**src/source/pkt_filter_pkg.sv**
```systemverilog
// Rx frame filter definitions
package pkt_filter_pkg;

    typedef logic [47:0] mac_addr_t;     // first octet in bits 7:0
    typedef logic [15:0] sig_len_t;
    typedef logic [1:0]  fc_type_t;
    typedef logic [3:0]  fc_subtype_t;
    typedef logic [1:0]  tofrom_ds_t;
    typedef logic [13:0] filter_flags_t;
    typedef logic [8:0]  discard_mask_t;
    typedef logic [2:0]  cfg_addr_t;
    typedef logic [31:0] cfg_data_t;

    typedef enum logic [3:0] {
        kind_beacon, kind_probe_req, kind_probe_resp,
        kind_ctrl_wrapper, kind_blkack_req, kind_blkack, kind_pspoll, kind_rts,
        kind_ack, kind_cf_end, kind_cf_end_ack,
        kind_ctrl_other, kind_other
    } frame_kind_t;

    // bits 0..8 follow ieee80211_filter_flags
    localparam int flag_allmulti    = 1;
    localparam int flag_bcn_prbresp = 4;
    localparam int flag_control     = 5;
    localparam int flag_other_bss   = 6;
    localparam int flag_pspoll      = 7;
    localparam int flag_probe_req   = 8;
    localparam int flag_unicast     = 9;
    localparam int flag_bcast_ones  = 10;
    localparam int flag_bcast_zeros = 11;
    localparam int flag_my_beacon   = 12;
    localparam int flag_monitor_all = 13;

    // minimum length needed to carry each address
    localparam sig_len_t min_len_addr1 = 16'd14;
    localparam sig_len_t min_len_addr2 = 16'd20;
    localparam sig_len_t min_len_addr3 = 16'd26;

    localparam cfg_addr_t reg_filter_cfg   = 3'd0;
    localparam cfg_addr_t reg_discard_mask = 3'd1;
    localparam cfg_addr_t reg_max_len      = 3'd2;
    localparam cfg_addr_t reg_mac_lo       = 3'd3;
    localparam cfg_addr_t reg_mac_hi       = 3'd4;
    localparam cfg_addr_t reg_bssid_lo     = 3'd5;
    localparam cfg_addr_t reg_bssid_hi     = 3'd6;

    function automatic frame_kind_t classify_frame(input fc_type_t    fc_type,
                                                   input fc_subtype_t fc_subtype);
        frame_kind_t kind;
        kind = kind_other;
        if (fc_type == 2'd0)
        begin
            case (fc_subtype)
                4'd8:    kind = kind_beacon;
                4'd4:    kind = kind_probe_req;
                4'd5:    kind = kind_probe_resp;
                default: kind = kind_other;
            endcase
        end
        else if (fc_type == 2'd1)
        begin
            case (fc_subtype)
                4'd7:    kind = kind_ctrl_wrapper;
                4'd8:    kind = kind_blkack_req;
                4'd9:    kind = kind_blkack;
                4'd10:   kind = kind_pspoll;
                4'd11:   kind = kind_rts;
                4'd13:   kind = kind_ack;
                4'd14:   kind = kind_cf_end;
                4'd15:   kind = kind_cf_end_ack;
                default: kind = kind_ctrl_other;
            endcase
        end
        return kind;
    endfunction

endpackage

```
**src/source/filter_cfg_if.sv**
```systemverilog
// Filter configuration bus
`timescale 1ns/1ps

interface filter_cfg_if;
    import pkt_filter_pkg::*;

    filter_flags_t filter_cfg;
    discard_mask_t discard_mask;
    sig_len_t      max_len;      // longest frame still treated as normal
    mac_addr_t     self_mac;
    mac_addr_t     self_bssid;

    modport regs
    (
        output filter_cfg, discard_mask, max_len, self_mac, self_bssid
    );

    modport user
    (
        input filter_cfg, discard_mask, max_len, self_mac, self_bssid
    );

endinterface

```
**src/source/frame_info_if.sv**
```systemverilog
// Header tracker results
`timescale 1ns/1ps

interface frame_info_if;
    import pkt_filter_pkg::*;

    logic        evaluate;     // all needed addresses seen
    logic        abnormal;     // length check failed
    logic        start;        // new frame accepted
    frame_kind_t kind;
    mac_addr_t   addr1;
    mac_addr_t   bssid;
    logic        bssid_valid;

    modport tracker
    (
        output evaluate, abnormal, start, kind, addr1, bssid, bssid_valid
    );

    modport rules
    (
        input evaluate, abnormal, start, kind, addr1, bssid, bssid_valid
    );

endinterface

```
**src/source/filter_cfg_regs.sv**
```systemverilog
// Filter configuration registers
`timescale 1ns/1ps

module filter_cfg_regs
#(
    parameter pkt_filter_pkg::sig_len_t max_len_reset = 16'd1600
)
(
    input  logic                      clk,
    input  logic                      rstn,
    input  logic                      cfg_req,
    input  pkt_filter_pkg::cfg_addr_t cfg_addr,
    input  pkt_filter_pkg::cfg_data_t cfg_wdata,
    output logic                      cfg_ack,
    filter_cfg_if.regs                cfg
);
    import pkt_filter_pkg::*;

    logic wr_en;

    // a write happens once per req, on the first cycle it is seen
    assign wr_en = cfg_req && !cfg_ack;

    always_ff @(posedge clk)
    begin
        if (!rstn)
        begin
            cfg_ack <= 1'b0;
        end
        else if (wr_en)
        begin
            cfg_ack <= 1'b1;
        end
        else if (!cfg_req && cfg_ack)
        begin
            cfg_ack <= 1'b0;     // host has released req
        end
    end

    always_ff @(posedge clk)
    begin
        if (!rstn)
        begin
            cfg.filter_cfg   <= '0;
            cfg.discard_mask <= '0;
            cfg.max_len      <= max_len_reset;
            cfg.self_mac     <= '0;
            cfg.self_bssid   <= '0;
        end
        else if (wr_en)
        begin
            case (cfg_addr)
                reg_filter_cfg:   cfg.filter_cfg         <= cfg_wdata[13:0];
                reg_discard_mask: cfg.discard_mask       <= cfg_wdata[8:0];
                reg_max_len:      cfg.max_len            <= cfg_wdata[15:0];
                reg_mac_lo:       cfg.self_mac[31:0]     <= cfg_wdata;
                reg_mac_hi:       cfg.self_mac[47:32]    <= cfg_wdata[15:0];
                reg_bssid_lo:     cfg.self_bssid[31:0]   <= cfg_wdata;
                reg_bssid_hi:     cfg.self_bssid[47:32]  <= cfg_wdata[15:0];
                default:
                begin
                    // unmapped, acked and dropped
                end
            endcase
        end
    end

endmodule

```
**src/source/header_tracker.sv**
```systemverilog
// Rx header stage tracker
`timescale 1ns/1ps

module header_tracker
(
    input  logic                        clk,
    input  logic                        rstn,
    input  logic                        sig_valid,
    input  pkt_filter_pkg::sig_len_t    signal_len,
    input  logic                        ht_unsupport,
    input  pkt_filter_pkg::fc_type_t    fc_type,
    input  pkt_filter_pkg::fc_subtype_t fc_subtype,
    input  pkt_filter_pkg::tofrom_ds_t  fc_tofrom_ds,
    input  pkt_filter_pkg::mac_addr_t   addr1,
    input  logic                        addr1_valid,
    input  pkt_filter_pkg::mac_addr_t   addr2,
    input  logic                        addr2_valid,
    input  pkt_filter_pkg::mac_addr_t   addr3,
    input  logic                        addr3_valid,
    filter_cfg_if.user                  cfg,
    frame_info_if.tracker               info
);
    import pkt_filter_pkg::*;

    typedef enum logic [2:0] {
        idle, wait_addr1, wait_addr2, wait_addr3, action, abnormal
    } state_t;

    state_t      state;
    sig_len_t    frame_len;
    frame_kind_t kind;
    logic        accept;
    logic        bssid_load;
    mac_addr_t   bssid_src;

    assign kind   = classify_frame(fc_type, fc_subtype);
    assign accept = (state == idle) && sig_valid && !ht_unsupport;

    assign info.kind     = kind;
    assign info.evaluate = (state == action);
    assign info.abnormal = (state == abnormal);

    // bssid position depends on the to/from ds bits
    always_comb
    begin
        bssid_load = 1'b0;
        bssid_src  = addr1;
        case (state)
            wait_addr1: bssid_load = addr1_valid && (fc_tofrom_ds == 2'b10);
            wait_addr2:
            begin
                bssid_load = addr2_valid && (fc_tofrom_ds == 2'b01);
                bssid_src  = addr2;
            end
            wait_addr3:
            begin
                bssid_load = addr3_valid && (fc_tofrom_ds == 2'b00);
                bssid_src  = addr3;
            end
            default: bssid_load = 1'b0;
        endcase
    end

    always_ff @(posedge clk)
    begin
        if (!rstn)
        begin
            state            <= idle;
            info.start       <= 1'b0;
            info.bssid_valid <= 1'b0;
        end
        else
        begin
            info.start <= accept;
            if (bssid_load)
                info.bssid_valid <= 1'b1;   // kept across frames
            case (state)
                idle:
                begin
                    if (accept)
                    begin
                        if (signal_len >= min_len_addr1 && signal_len <= cfg.max_len)
                            state <= wait_addr1;
                        else
                            state <= abnormal;
                    end
                end
                wait_addr1:
                begin
                    if (addr1_valid)
                    begin
                        if (kind == kind_ctrl_wrapper || kind == kind_ack)
                            state <= action;    // single address frames
                        else if (frame_len >= min_len_addr2)
                            state <= wait_addr2;
                        else
                            state <= abnormal;
                    end
                end
                wait_addr2:
                begin
                    if (addr2_valid)
                    begin
                        if (kind inside {kind_rts, kind_pspoll, kind_cf_end, kind_cf_end_ack,
                                         kind_blkack_req, kind_blkack})
                            state <= action;
                        else if (frame_len >= min_len_addr3)
                            state <= wait_addr3;
                        else
                            state <= abnormal;
                    end
                end
                wait_addr3:
                begin
                    if (addr3_valid)
                        state <= action;
                end
                default: state <= idle;     // action and abnormal last one cycle
            endcase
        end
    end

    always_ff @(posedge clk)
    begin
        if (accept)
            frame_len <= signal_len;
        if (state == wait_addr1 && addr1_valid)
            info.addr1 <= addr1;
        if (bssid_load)
            info.bssid <= bssid_src;
    end

endmodule

```
**src/source/filter_rules.sv**
```systemverilog
// Rx filter rule evaluation
`timescale 1ns/1ps

module filter_rules
(
    input  logic        clk,
    input  logic        rstn,
    filter_cfg_if.user  cfg,
    frame_info_if.rules info,
    output logic        block_rx_dma,
    output logic        block_valid
);
    import pkt_filter_pkg::*;

    filter_flags_t allow;
    filter_flags_t hit;
    discard_mask_t discard;
    discard_mask_t miss;
    logic          is_mcast;
    logic          ctrl_no_pspoll;
    logic          for_us;
    logic          other_bss;
    logic          my_bss;

    // 01:00:5e:xx:xx:xx or 33:33:xx:xx:xx:xx, first octet in bits 7:0
    assign is_mcast = (info.addr1[23:0] == 24'h5e0001) || (info.addr1[15:0] == 16'h3333);

    assign ctrl_no_pspoll = info.kind inside {kind_ctrl_wrapper, kind_blkack_req, kind_blkack,
                                              kind_rts, kind_ack, kind_cf_end,
                                              kind_cf_end_ack, kind_ctrl_other};

    assign for_us    = (info.addr1 == cfg.self_mac);
    assign other_bss = info.bssid_valid && (info.bssid != cfg.self_bssid);
    assign my_bss    = info.bssid_valid && (info.bssid == cfg.self_bssid);

    // hit: frame matches a rule, kept when its flag is on
    // miss: frame matches a rule whose flag is off
    always_comb
    begin
        hit                   = '0;
        hit[flag_allmulti]    = is_mcast;
        hit[flag_bcn_prbresp] = (info.kind == kind_beacon) || (info.kind == kind_probe_resp);
        hit[flag_control]     = ctrl_no_pspoll && for_us;
        hit[flag_other_bss]   = other_bss;
        hit[flag_pspoll]      = (info.kind == kind_pspoll);
        hit[flag_probe_req]   = (info.kind == kind_probe_req);
        hit[flag_unicast]     = for_us;
        hit[flag_bcast_ones]  = &info.addr1;
        hit[flag_bcast_zeros] = ~|info.addr1;
        hit[flag_my_beacon]   = my_bss && (info.kind == kind_beacon);
        hit[flag_monitor_all] = 1'b1;

        miss                   = '0;
        miss[flag_allmulti]    = is_mcast;
        miss[flag_bcn_prbresp] = hit[flag_bcn_prbresp] && other_bss;
        miss[flag_control]     = ctrl_no_pspoll;    // no address test here
        miss[flag_other_bss]   = other_bss;
        miss[flag_pspoll]      = hit[flag_pspoll];
        miss[flag_probe_req]   = hit[flag_probe_req];
    end

    always_ff @(posedge clk)
    begin
        if (!rstn)
        begin
            allow       <= '0;
            discard     <= '0;
            block_valid <= 1'b0;
        end
        else
        begin
            block_valid <= info.evaluate || info.abnormal;
            if (info.abnormal)
            begin
                allow   <= '0;
                discard <= '1;
            end
            else if (info.start)
            begin
                allow   <= '0;
                discard <= '0;
            end
            else if (info.evaluate)
            begin
                allow   <= allow | (hit & cfg.filter_cfg);
                discard <= discard | (miss & ~cfg.filter_cfg[8:0]);
            end
        end
    end

    // monitor-all overrides everything, including abnormal frames
    assign block_rx_dma = !cfg.filter_cfg[flag_monitor_all] &&
                          ((allow == '0) || |(discard & cfg.discard_mask));

endmodule

```
**src/source/pkt_filter.sv**
```systemverilog
// Rx frame filter top
`timescale 1ns/1ps

module pkt_filter
#(
    parameter pkt_filter_pkg::sig_len_t max_len_reset = 16'd1600
)
(
    input  logic                        clk,
    input  logic                        rstn,

    // configuration write port, four-phase req/ack
    input  logic                        cfg_req,
    input  pkt_filter_pkg::cfg_addr_t   cfg_addr,
    input  pkt_filter_pkg::cfg_data_t   cfg_wdata,
    output logic                        cfg_ack,

    // header fields from the rx path
    input  logic                        sig_valid,
    input  pkt_filter_pkg::sig_len_t    signal_len,
    input  logic                        ht_unsupport,
    input  pkt_filter_pkg::fc_type_t    fc_type,
    input  pkt_filter_pkg::fc_subtype_t fc_subtype,
    input  pkt_filter_pkg::tofrom_ds_t  fc_tofrom_ds,
    input  pkt_filter_pkg::mac_addr_t   addr1,
    input  logic                        addr1_valid,
    input  pkt_filter_pkg::mac_addr_t   addr2,
    input  logic                        addr2_valid,
    input  pkt_filter_pkg::mac_addr_t   addr3,
    input  logic                        addr3_valid,

    output logic                        block_rx_dma,
    output logic                        block_valid
);

    filter_cfg_if cfg_bus ();
    frame_info_if info_bus ();

    filter_cfg_regs #(
        .max_len_reset (max_len_reset)
    ) i_filter_cfg_regs (
        .clk       (clk),
        .rstn      (rstn),
        .cfg_req   (cfg_req),
        .cfg_addr  (cfg_addr),
        .cfg_wdata (cfg_wdata),
        .cfg_ack   (cfg_ack),
        .cfg       (cfg_bus.regs)
    );

    header_tracker i_header_tracker (
        .clk          (clk),
        .rstn         (rstn),
        .sig_valid    (sig_valid),
        .signal_len   (signal_len),
        .ht_unsupport (ht_unsupport),
        .fc_type      (fc_type),
        .fc_subtype   (fc_subtype),
        .fc_tofrom_ds (fc_tofrom_ds),
        .addr1        (addr1),
        .addr1_valid  (addr1_valid),
        .addr2        (addr2),
        .addr2_valid  (addr2_valid),
        .addr3        (addr3),
        .addr3_valid  (addr3_valid),
        .cfg          (cfg_bus.user),
        .info         (info_bus.tracker)
    );

    filter_rules i_filter_rules (
        .clk          (clk),
        .rstn         (rstn),
        .cfg          (cfg_bus.user),
        .info         (info_bus.rules),
        .block_rx_dma (block_rx_dma),
        .block_valid  (block_valid)
    );

endmodule

```
**config.mk**
```make
export PLATFORM = sky130hd
export DESIGN_NAME = pkt_filter
export DESIGN_NICKNAME = d
export VERILOG_FILES = /design/src/source/pkt_filter_pkg.sv /design/src/source/filter_cfg_if.sv /design/src/source/frame_info_if.sv /design/src/source/filter_cfg_regs.sv /design/src/source/header_tracker.sv /design/src/source/filter_rules.sv /design/src/source/pkt_filter.sv
export SDC_FILE = /design/constraint.sdc
export NUM_CORES = 1
export LEC_CHECK = 0
export BUFFER_PORTS_ARGS = -buffer_cell sky130_fd_sc_hd__clkbuf_2
export CAP_MARGIN = 20
export CORE_UTILIZATION = 58
export CTS_BUF_LIST = sky130_fd_sc_hd__clkbuf_8
export DETAILED_ROUTE_END_ITERATION = 12
export PLACE_DENSITY = 0.82
export SLEW_MARGIN = 20
export SYNTH_ARGS = -nofsm -noshare
export SYNTH_HDL_FRONTEND = slang
export SYNTH_SLANG_ARGS = --single-unit
```
**constraint.sdc**
```tcl
create_clock -name clk -period 14.6 [get_ports clk]
set_input_delay 2.92 -clock clk [delete_from_list [all_inputs] [get_ports clk]]
set_output_delay 2.92 -clock clk [all_outputs]
set_load 0.005 [all_outputs]
```
==> results of run 1 <==
==> routing by layer <==
| metal | global-route usage | up-vias |
|---|---|---|
| met5 | 0 | - |
| met3 | 0.0624 | 98 |
| met2 | 0.519 | 564 |
| met1 | 0.404 | 4714 |
| met4 | 0.164 | 0 |
| li1 | - | 4851 |
==> worst max-delay path, stage by stage (launching register included) <==
cell and delay, ns:
dfxtp_1 0.31, nor4_1 0.37, nand3_1 0.13, a21oi_1 0.25
clkbuf_2 0.16
==> cells by family after synthesis <==
kind of cell,count (synthesis)
buffers and inverters,83
xor gates and xnor gates,97
and+or+nand+nor,507
AOI/OAI and AO/OA,243
muxes,51
DFF,268
adders and majority gates,21
==> through the flow <==
step	utilization	hold WS [ns]
global placement	0.654	0.437
floorplan	-	0.423
CTS	0.699	0.457
finish	0.699	0.455
global route	0.699	0.470
detailed placement	0.655	0.436
==> registers in the layout, indices dropped and copies added, names as in the netlist, 9 cells and up <==
register                            cells
i_filter_cfg_regs.cfg.self_bssid       48
i_filter_cfg_regs.cfg.max_len          16
i_filter_cfg_regs.cfg.filter_cfg       11
i_filter_cfg_regs.cfg.self_mac         48
i_header_tracker.frame_len             15
i_header_tracker.info.addr1            48
i_filter_rules.allow                   11
i_header_tracker.info.bssid            48
i_filter_cfg_regs.cfg.discard_mask      9
==> cell usage in the layout, fill, tap and decap left out, drive strengths merged, types with 3 or more instances in the layout <==
master and count:
a31oi 6, o21ai 55, clkbuf 265, nor2 31, ha 21, or3 3, nor4 33, nor3 15
and2 6, xnor2 50, nor2b 11, dfxtp 157, buf 8, a41oi 3, or4 6, nand2b 9
edfxtp 111, mux2i 51, o211ai 6, o32ai 3, inv 38, nor3b 3, nand2 331, bufinv 3
clkinv 8, nand3 17, o31a 3, nand4 33, a21oi 152, xor2 47
==> cell type report <==
type,count,area [µm²]
Multi-Input combinational cell,919,5260
Inverter,25,95.1
Timing Repair Buffer,221,1130
Clock inverter,25,180
Sequential cell,268,6480
Fill cell,1542,6110
Clock buffer,52,716
Tap cell,270,338
==> power groups by stage <==
stage               logic (mW)  clock network, mW  registers (mW)
CTS                      0.141              0.668           0.827
global route             0.155              0.701           0.829
global placement         0.136                  0           0.841
floorplan               0.0816                  0           0.831
finish                   0.142              0.664           0.827
detailed placement       0.140                  0           0.843
==> path summary, 6_finish.rpt <==
path | startpoint | to | slack, ns | cells past startpoint
worst max-delay path | i_filter_rules.allow[5] | block_rx_dma | 9.91 | 4
worst max register to register | i_header_tracker.state[0] | i_header_tracker.info.bssid[2] | 11.79 | 5
worst min-delay path | i_filter_rules.allow[5] | i_filter_rules.allow[5] | 0.45 | 2
worst min register to register | i_filter_rules.allow[5] | i_filter_rules.allow[5] | 0.45 | 2
==> flow_summary.toml, run 1 <==
[outcome]
status = "finished clean"

[sta]
final.period_utilization = 0.321
fin_crit_ns = 4.69
finalMaxSlewViolations = 0
worst_pin_slew_ns = 1.17
fmax_mhz = 213
rsz0062_at_grt = "no"
finClkSkew_ns = 0.0188
finalHoldViolations = 0
fin_ws_ns = 9.91
finalSetupViolations = 0
max_slew_margin = 0.221
fin_setup_tns_ns = 0

[yosys]
synth_fp_nets = 1502
synth_top_area_frac = 0.277
yosys_warnings = 0
synth_xor_area_frac = 0.0707
netlist_top_cells_area = "edfxtp_1, dfxtp_1, nand2_1"
synth_top_family_by_area = "simple AND/OR/NAND/NOR gates"
synthAdderAreaFrac = 0.0219
synthCells = 1270
synth_compound_area_frac = 0.111
yosys.area_share.simple = 0.188
synth.area.mux_share = 0.0425
async_flop_share = 0
ys_ff_latch = 268
yosysMostFrequentCell = "nand2_1"
syn_avg_cell_area_um2 = 9.46
seq_area_frac_synth = 0.539
synth_area_um2 = 12000
synth_top_area_cell = "edfxtp_1"
yosysUniqueCellTypes = 49
synth_flop_cell = "dfxtp_1"
synth_common_cells = "nand2_1, dfxtp_1, a21oi_1, edfxtp_1, o21ai_0"
synth_edf_count = 111

[cts]
cts_resized = 0
clock_path_buffers = 3
clockRootBuffer = "clkbuf_8"
clkSlewWorstSetupHoldPaths_ns = 0.05
cts_made_buffers = 42
post_cts_buffers = 0
cts_tree = "built"
clock_latency_ns = 0.55
hold_buffers = 0
cts_sinks = 268
htreeDepth = 2

[power_and_ir_drop]
p_sw_frac = 0.242
pwr-share-seq = 0.507
p_clk_frac = 0.406
powerDensity_nw_per_um2 = 115
power_mw = 1.63
p_int_mw = 1.24
p_switching_uw = 395
p_comb_frac = 0.087
leakagePower_nw = 5.35
peakVddDrop_mv = 0.0864

[placed_design]
dp.cells = 1703
dp_hpwl_um = 24600
dp_slack_ns = 9.74
port_buffers = 213
place_area_um2 = 13300
gp_congestion = 0.923

[final_layout]
area_growth_pct = 18.1
layout.cells.non_filler = 1780
layout.nets = 1709
stdcell_area_um2 = 14200
drive_gt1_frac = 0.196
diodes = 0

[critical_path]
start_kind = "flop"
crit_path_end_kind = "output pin"
cp.arrival_ns = 1.77
worstSetupPathType = "flop to output pin"
worst-path-max-fanout = 2
required_ns = 11.68

[floorplan]
coreArea_um2 = 20300
dieArea_um2 = 21300
start_util = 0.592
ios = 214
rows = 52
die_x_um = 146
die_y_um = 146

[routing]
wl_met2_um = 15700
drt_iter0_drc = 957
vias_per_cell = 5.75
route.final.wire_length_um = 33800
ant_nets = 0
drc_errors = 0
first_pass_iters = 8
vias = 10200
top_layer_used = "met4"
wl_met3_um = 3090
wl_met1_um = 13400
wire_per_inst_um = 19.0

[min_path]
hp-class = "flop to flop"

[flow_run]
drv_cap = 0

[grt]
gr-total-overflow = 0
grt_pass1_vias = 9836
grt_antenna_before_repair = 0
grt_max_degree = 109
grt.total_usage = 0.319
grt_pass1_wl_um = 52100
Power figures use the tool's default switching activity.
==> inputs of run 2 (changes only) <==
- CORE_UTILIZATION: 58 -> 52
- PLACE_DENSITY: 0.82 -> 0.78
- clock period: 14.6 -> 4.3 ns (I/O delays scaled with it)
==> run 2 against run 1 <==
Largest power group unchanged. Critical path depth rose by 1. Core utilization decreased by 6.8 points. Via count is 0.29% lower.
==> flow_summary.toml, run 2 (synthesis gave the netlist of run 1 again) <==
[outcome]
status = "finished clean"

[grt]
grt.total_usage = 0.289
grt_pass1_vias = 9802
grt_pass1_wl_um = 52700
grt_max_degree = 107
gr-total-overflow = 0
grt_antenna_before_repair = 0

[floorplan]
start_util = 0.531
dieArea_um2 = 23700
coreArea_um2 = 22600
ios = 214
rows = 55
die_y_um = 154
die_x_um = 154

[placed_design]
dp_slack_ns = 1.35
port_buffers = 213
dp_hpwl_um = 25100
place_area_um2 = 13400
gp_congestion = 0.971
dp.cells = 1721

[sta]
rsz0062_at_grt = "no"
finClkSkew_ns = 0.0262
holdWs_ns = 0.457
max_slew_margin = 0.357
fin_crit_ns = 2.87
final.period_utilization = 0.666
fin_ws_ns = 1.43
worst_pin_slew_ns = 0.964
fmax_mhz = 349
finalHoldViolations = 0
finalSetupViolations = 0
finalMaxSlewViolations = 0

[routing]
first_pass_iters = 5
ant_nets = 0
drc_errors = 0
vias = 10200
route.final.wire_length_um = 34000
wire_per_inst_um = 18.9
drt_iter0_drc = 987
vias_per_cell = 5.67

[final_layout]
register_area_um2 = 6480
final_common_cell = "nand2_1"
final_cell_mix = "nand2_1, clkbuf_2, dfxtp_1, a21oi_1, edfxtp_1"
final_util = 0.631
fillers = 1880
layout.cells.non_filler = 1800
diodes = 0
stdcell_area_um2 = 14300
area_growth_pct = 18.8
layout.nets = 1714
multi_input_area_um2 = 5260
drive_gt1_frac = 0.203

[power_and_ir_drop]
leakagePower_nw = 5.38
peakVddDrop_mv = 0.249
powerDensity_nw_per_um2 = 391

[cts]
hold_buffers = 0
clkSlewWorstSetupHoldPaths_ns = 0.06
cts_tree = "built"
post_cts_buffers = 0
clock_path_buffers = 3
cts_sinks = 268
cts_made_buffers = 43
htreeDepth = 2
clock_latency_ns = 0.55
cts_resized = 0
clockRootBuffer = "clkbuf_8"

[min_path]
hp-class = "flop to flop"

[critical_path]
start_kind = "flop"
worst-path-max-fanout = 55
crit_path_end_kind = "flop"
worstSetupPathType = "flop to flop"
cp.arrival_ns = 3.04
required_ns = 4.47
reg2reg_slack_ns = 1.43

[flow_run]
drv_cap = 0
run 2: cell types whose count changed in the layout (fill, tap and decap cells not counted), sizes merged:
cell,previous run,this run
bufinv,3,2
buf,8,12
clkinv,8,12
clkbuf,265,268
inv,38,33
run 2: stage by stage:
stage	total power, mW	TNS [ns]
3_5_place_dp	3.35	0
4_1_cts	5.60	0
2_1_floorplan	3.10	-4.54
3_3_place_gp	3.33	0
6_report	5.59	0
5_1_grt	5.77	0
run 2: metal layers:
layer | vias up | global-route usage | part of all wire
li1 | 4876 | - | -
met1 | 4695 | 0.369 | 0.41
met2 | 533 | 0.486 | 0.47
met3 | 93 | 0.0454 | 0.076
met4 | 0 | 0.125 | 0.041
met5 | - | 0 | 0
run 2: final timing paths:
path	start	endpoint	cells past startpoint
worst min register to register	i_filter_cfg_regs.cfg.discard_mask[8]	i_filter_cfg_regs.cfg.discard_mask[8]	2
worst min-delay path	i_filter_cfg_regs.cfg.discard_mask[8]	i_filter_cfg_regs.cfg.discard_mask[8]	2
worst max-delay path	i_header_tracker.state[0]	i_header_tracker.info.bssid[41]	5
worst max register to register	i_header_tracker.state[0]	i_header_tracker.info.bssid[41]	5
run 2: area by class of cell:
| cell class | instances | area share |
|---|---|---|
| Clock inverter | 23 | 0.0113 |
| Timing Repair Buffer | 225 | 0.0818 |
| Inverter | 25 | 0.00666 |
| Clock buffer | 55 | 0.0530 |
| Sequential cell | 268 | 0.454 |
| Multi-Input combinational cell | 919 | 0.368 |
| Tap cell | 285 | 0.0250 |
run 2: critical path, cell delays in order (launching register included):
cell and delay (ns):
dfxtp_4 0.92, inv_1 0.30, nor3b_4 0.28, a21oi_1 0.14
nor3b_4 0.23, buf_4 0.54
run 2: report_power, final:
| part | internal, mW | leakage [nW] | switching [mW] |
|---|---|---|---|
| clock | 1.28 | 0.511 | 1.01 |
| combinational | 0.202 | 2.59 | 0.285 |
| sequential | 2.73 | 2.28 | 0.0772 |
| total | 4.21 | 5.38 | 1.38 |
==> inputs of run 3 (changes only) <==
- CORE_UTILIZATION: 52 -> 58
- PLACE_DENSITY: 0.78 -> 0.82
- clock period: 4.3 -> 2.7 ns (I/O delays scaled with it)
==> run 3 against run 2 <==
Fmax is 22% higher. Combinational power is 69% higher. Via count is 1.4% higher. Die area is 10% lower. First-iteration DRC count is 16% higher. Core utilization is 7.2 points higher. Sequential share of layout area hardly changed. Final area hardly changed. Critical path type unchanged. Critical endpoint is now i_filter_rules.allow[12]. Final cell count is 0.39% lower. Critical path depth is 1 higher. Clock power is 49% higher.
==> flow_summary.toml, run 3 (synthesis gave the netlist of run 1 again) <==
[final_layout]
drive_gt1_frac = 0.201
area_growth_pct = 18.8
layout.nets = 1721
final_common_cell = "nand2_1"
final_util = 0.703
final_cell_mix = "nand2_1, clkbuf_2, dfxtp_1, a21oi_1, edfxtp_1"
diodes = 0
stdcell_area_um2 = 14300

[placed_design]
dp_slack_ns = 0.276
place_area_um2 = 13400
dp_hpwl_um = 25200
port_buffers = 213
gp_congestion = 0.960

[power_and_ir_drop]
peakVddDrop_mv = 0.412
p_switching_mw = 2.14
p_comb_frac = 0.095
p_sw_frac = 0.247
powerDensity_nw_per_um2 = 607
pwr-share-seq = 0.512
p_int_mw = 6.53
p_clk_frac = 0.393
leakagePower_nw = 5.42

[sta]
finalMaxSlewViolations = 0
finalHoldViolations = 0
finalSetupViolations = 0
holdWs_ns = 0.157
fmax_mhz = 427
max_slew_margin = 0.511
fin_crit_ns = 2.34
fin_ws_ns = 0.360
rsz0062_at_grt = "no"
finClkSkew_ns = 0.0346
final.period_utilization = 0.867
worst_pin_slew_ns = 0.733

[min_path]
hold-path-cell-count = 1
hp-class = "input port to flop"
hold_path_end = "i_header_tracker.info.addr1[7]"
hp-start = "addr1[7]"

[cts]
cts_tree = "built"
clockRootBuffer = "clkbuf_8"
cts_made_buffers = 43
cts_resized = 0
clock_path_buffers = 3
post_cts_buffers = 0
hold_buffers = 0
clkSlewWorstSetupHoldPaths_ns = 0.06
htreeDepth = 2
clock_latency_ns = 0.57
cts_sinks = 268

[routing]
route.final.wire_length_um = 34200
drt_iter0_drc = 1144
first_pass_iters = 8
vias = 10300
drc_errors = 0
wire_per_inst_um = 19.1
vias_per_cell = 5.77
ant_nets = 0

[flow_run]
drv_cap = 0

[critical_path]
r2r-start = "i_header_tracker.info.bssid[25]"
cp.arrival_ns = 2.81
r2r_cells = 6
worst-path-max-fanout = 4
required_ns = 3.17
start_kind = "flop"
reg2reg_slack_ns = 0.36
worstSetupPathType = "flop to flop"
r2r_end = "i_filter_rules.allow[12]"
crit_path_end_kind = "flop"

[grt]
grt_pass1_vias = 9891
grt_antenna_before_repair = 0
grt.total_usage = 0.321
grt_pass1_wl_um = 52200
grt_max_degree = 99
gr-total-overflow = 0

[outcome]
status = "finished clean"

[floorplan]
die_y_um = 146
ios = 214
die_x_um = 146
coreArea_um2 = 20300
dieArea_um2 = 21300
rows = 52
start_util = 0.592
run 3: routing by layer:
| layer | GRT usage | routed length [µm] |
|---|---|---|
| met1 | 0.402 | 13500 |
| met4 | 0.190 | 1830 |
| met3 | 0.0520 | 3000 |
| met2 | 0.527 | 15900 |
| met5 | 0 | 0 |
run 3: area by class of cell:
class	count	area [µm²]
multi-input combinational	919	5260
clock inverter	27	144
tap	270	338
fill	1506	6020
sequential	268	6480
clock buffer	52	716
inverter	25	95.1
timing repair buffer	232	1250
run 3: worst max-delay path: stages, from the launching register on:
cell and delay [ns]:
edfxtp_1 0.37, xnor2_1 0.38, nand4_1 0.14, nor4_1 0.31, nand3_1 0.31, or4_1 0.58, a21oi_1 0.15
run 3: worst max-delay path by stage:
stage                                          start                        endpoint  slack, ns  cells past startpoint
6_report             i_header_tracker.info.bssid[25]        i_filter_rules.allow[12]       0.36                      6
5_1_grt              i_header_tracker.info.bssid[25]        i_filter_rules.allow[12]       0.24                      6
4_1_cts        i_filter_cfg_regs.cfg.discard_mask[0]                    block_rx_dma       0.41                      5
3_5_place_dp                          signal_len[13]       i_header_tracker.state[2]       0.28                      8
3_3_place_gp                          signal_len[13]       i_header_tracker.state[2]       0.32                      8
2_1_floorplan                            addr1_valid  i_header_tracker.info.bssid[0]      -1.37                      4
run 3: per-stage QoR:
step	setup TNS, ns	std cells	power [mW]
final	0	1793	8.67
after global routing	0	1793	8.96
after CTS	0	1793	8.69
after detailed placement	0	1714	5.34
after global placement	0	1714	5.31
after floorplan	-67.30	1270	4.93
run 3: power groups by stage:
stage          combinational, mW  clock, mW  sequential (mW)
2_1_floorplan              0.446          0             4.49
3_3_place_gp               0.787          0             4.52
3_5_place_dp               0.811          0             4.53
4_1_cts                    0.815       3.43             4.44
5_1_grt                    0.891       3.62             4.45
6_report                   0.821       3.41             4.44
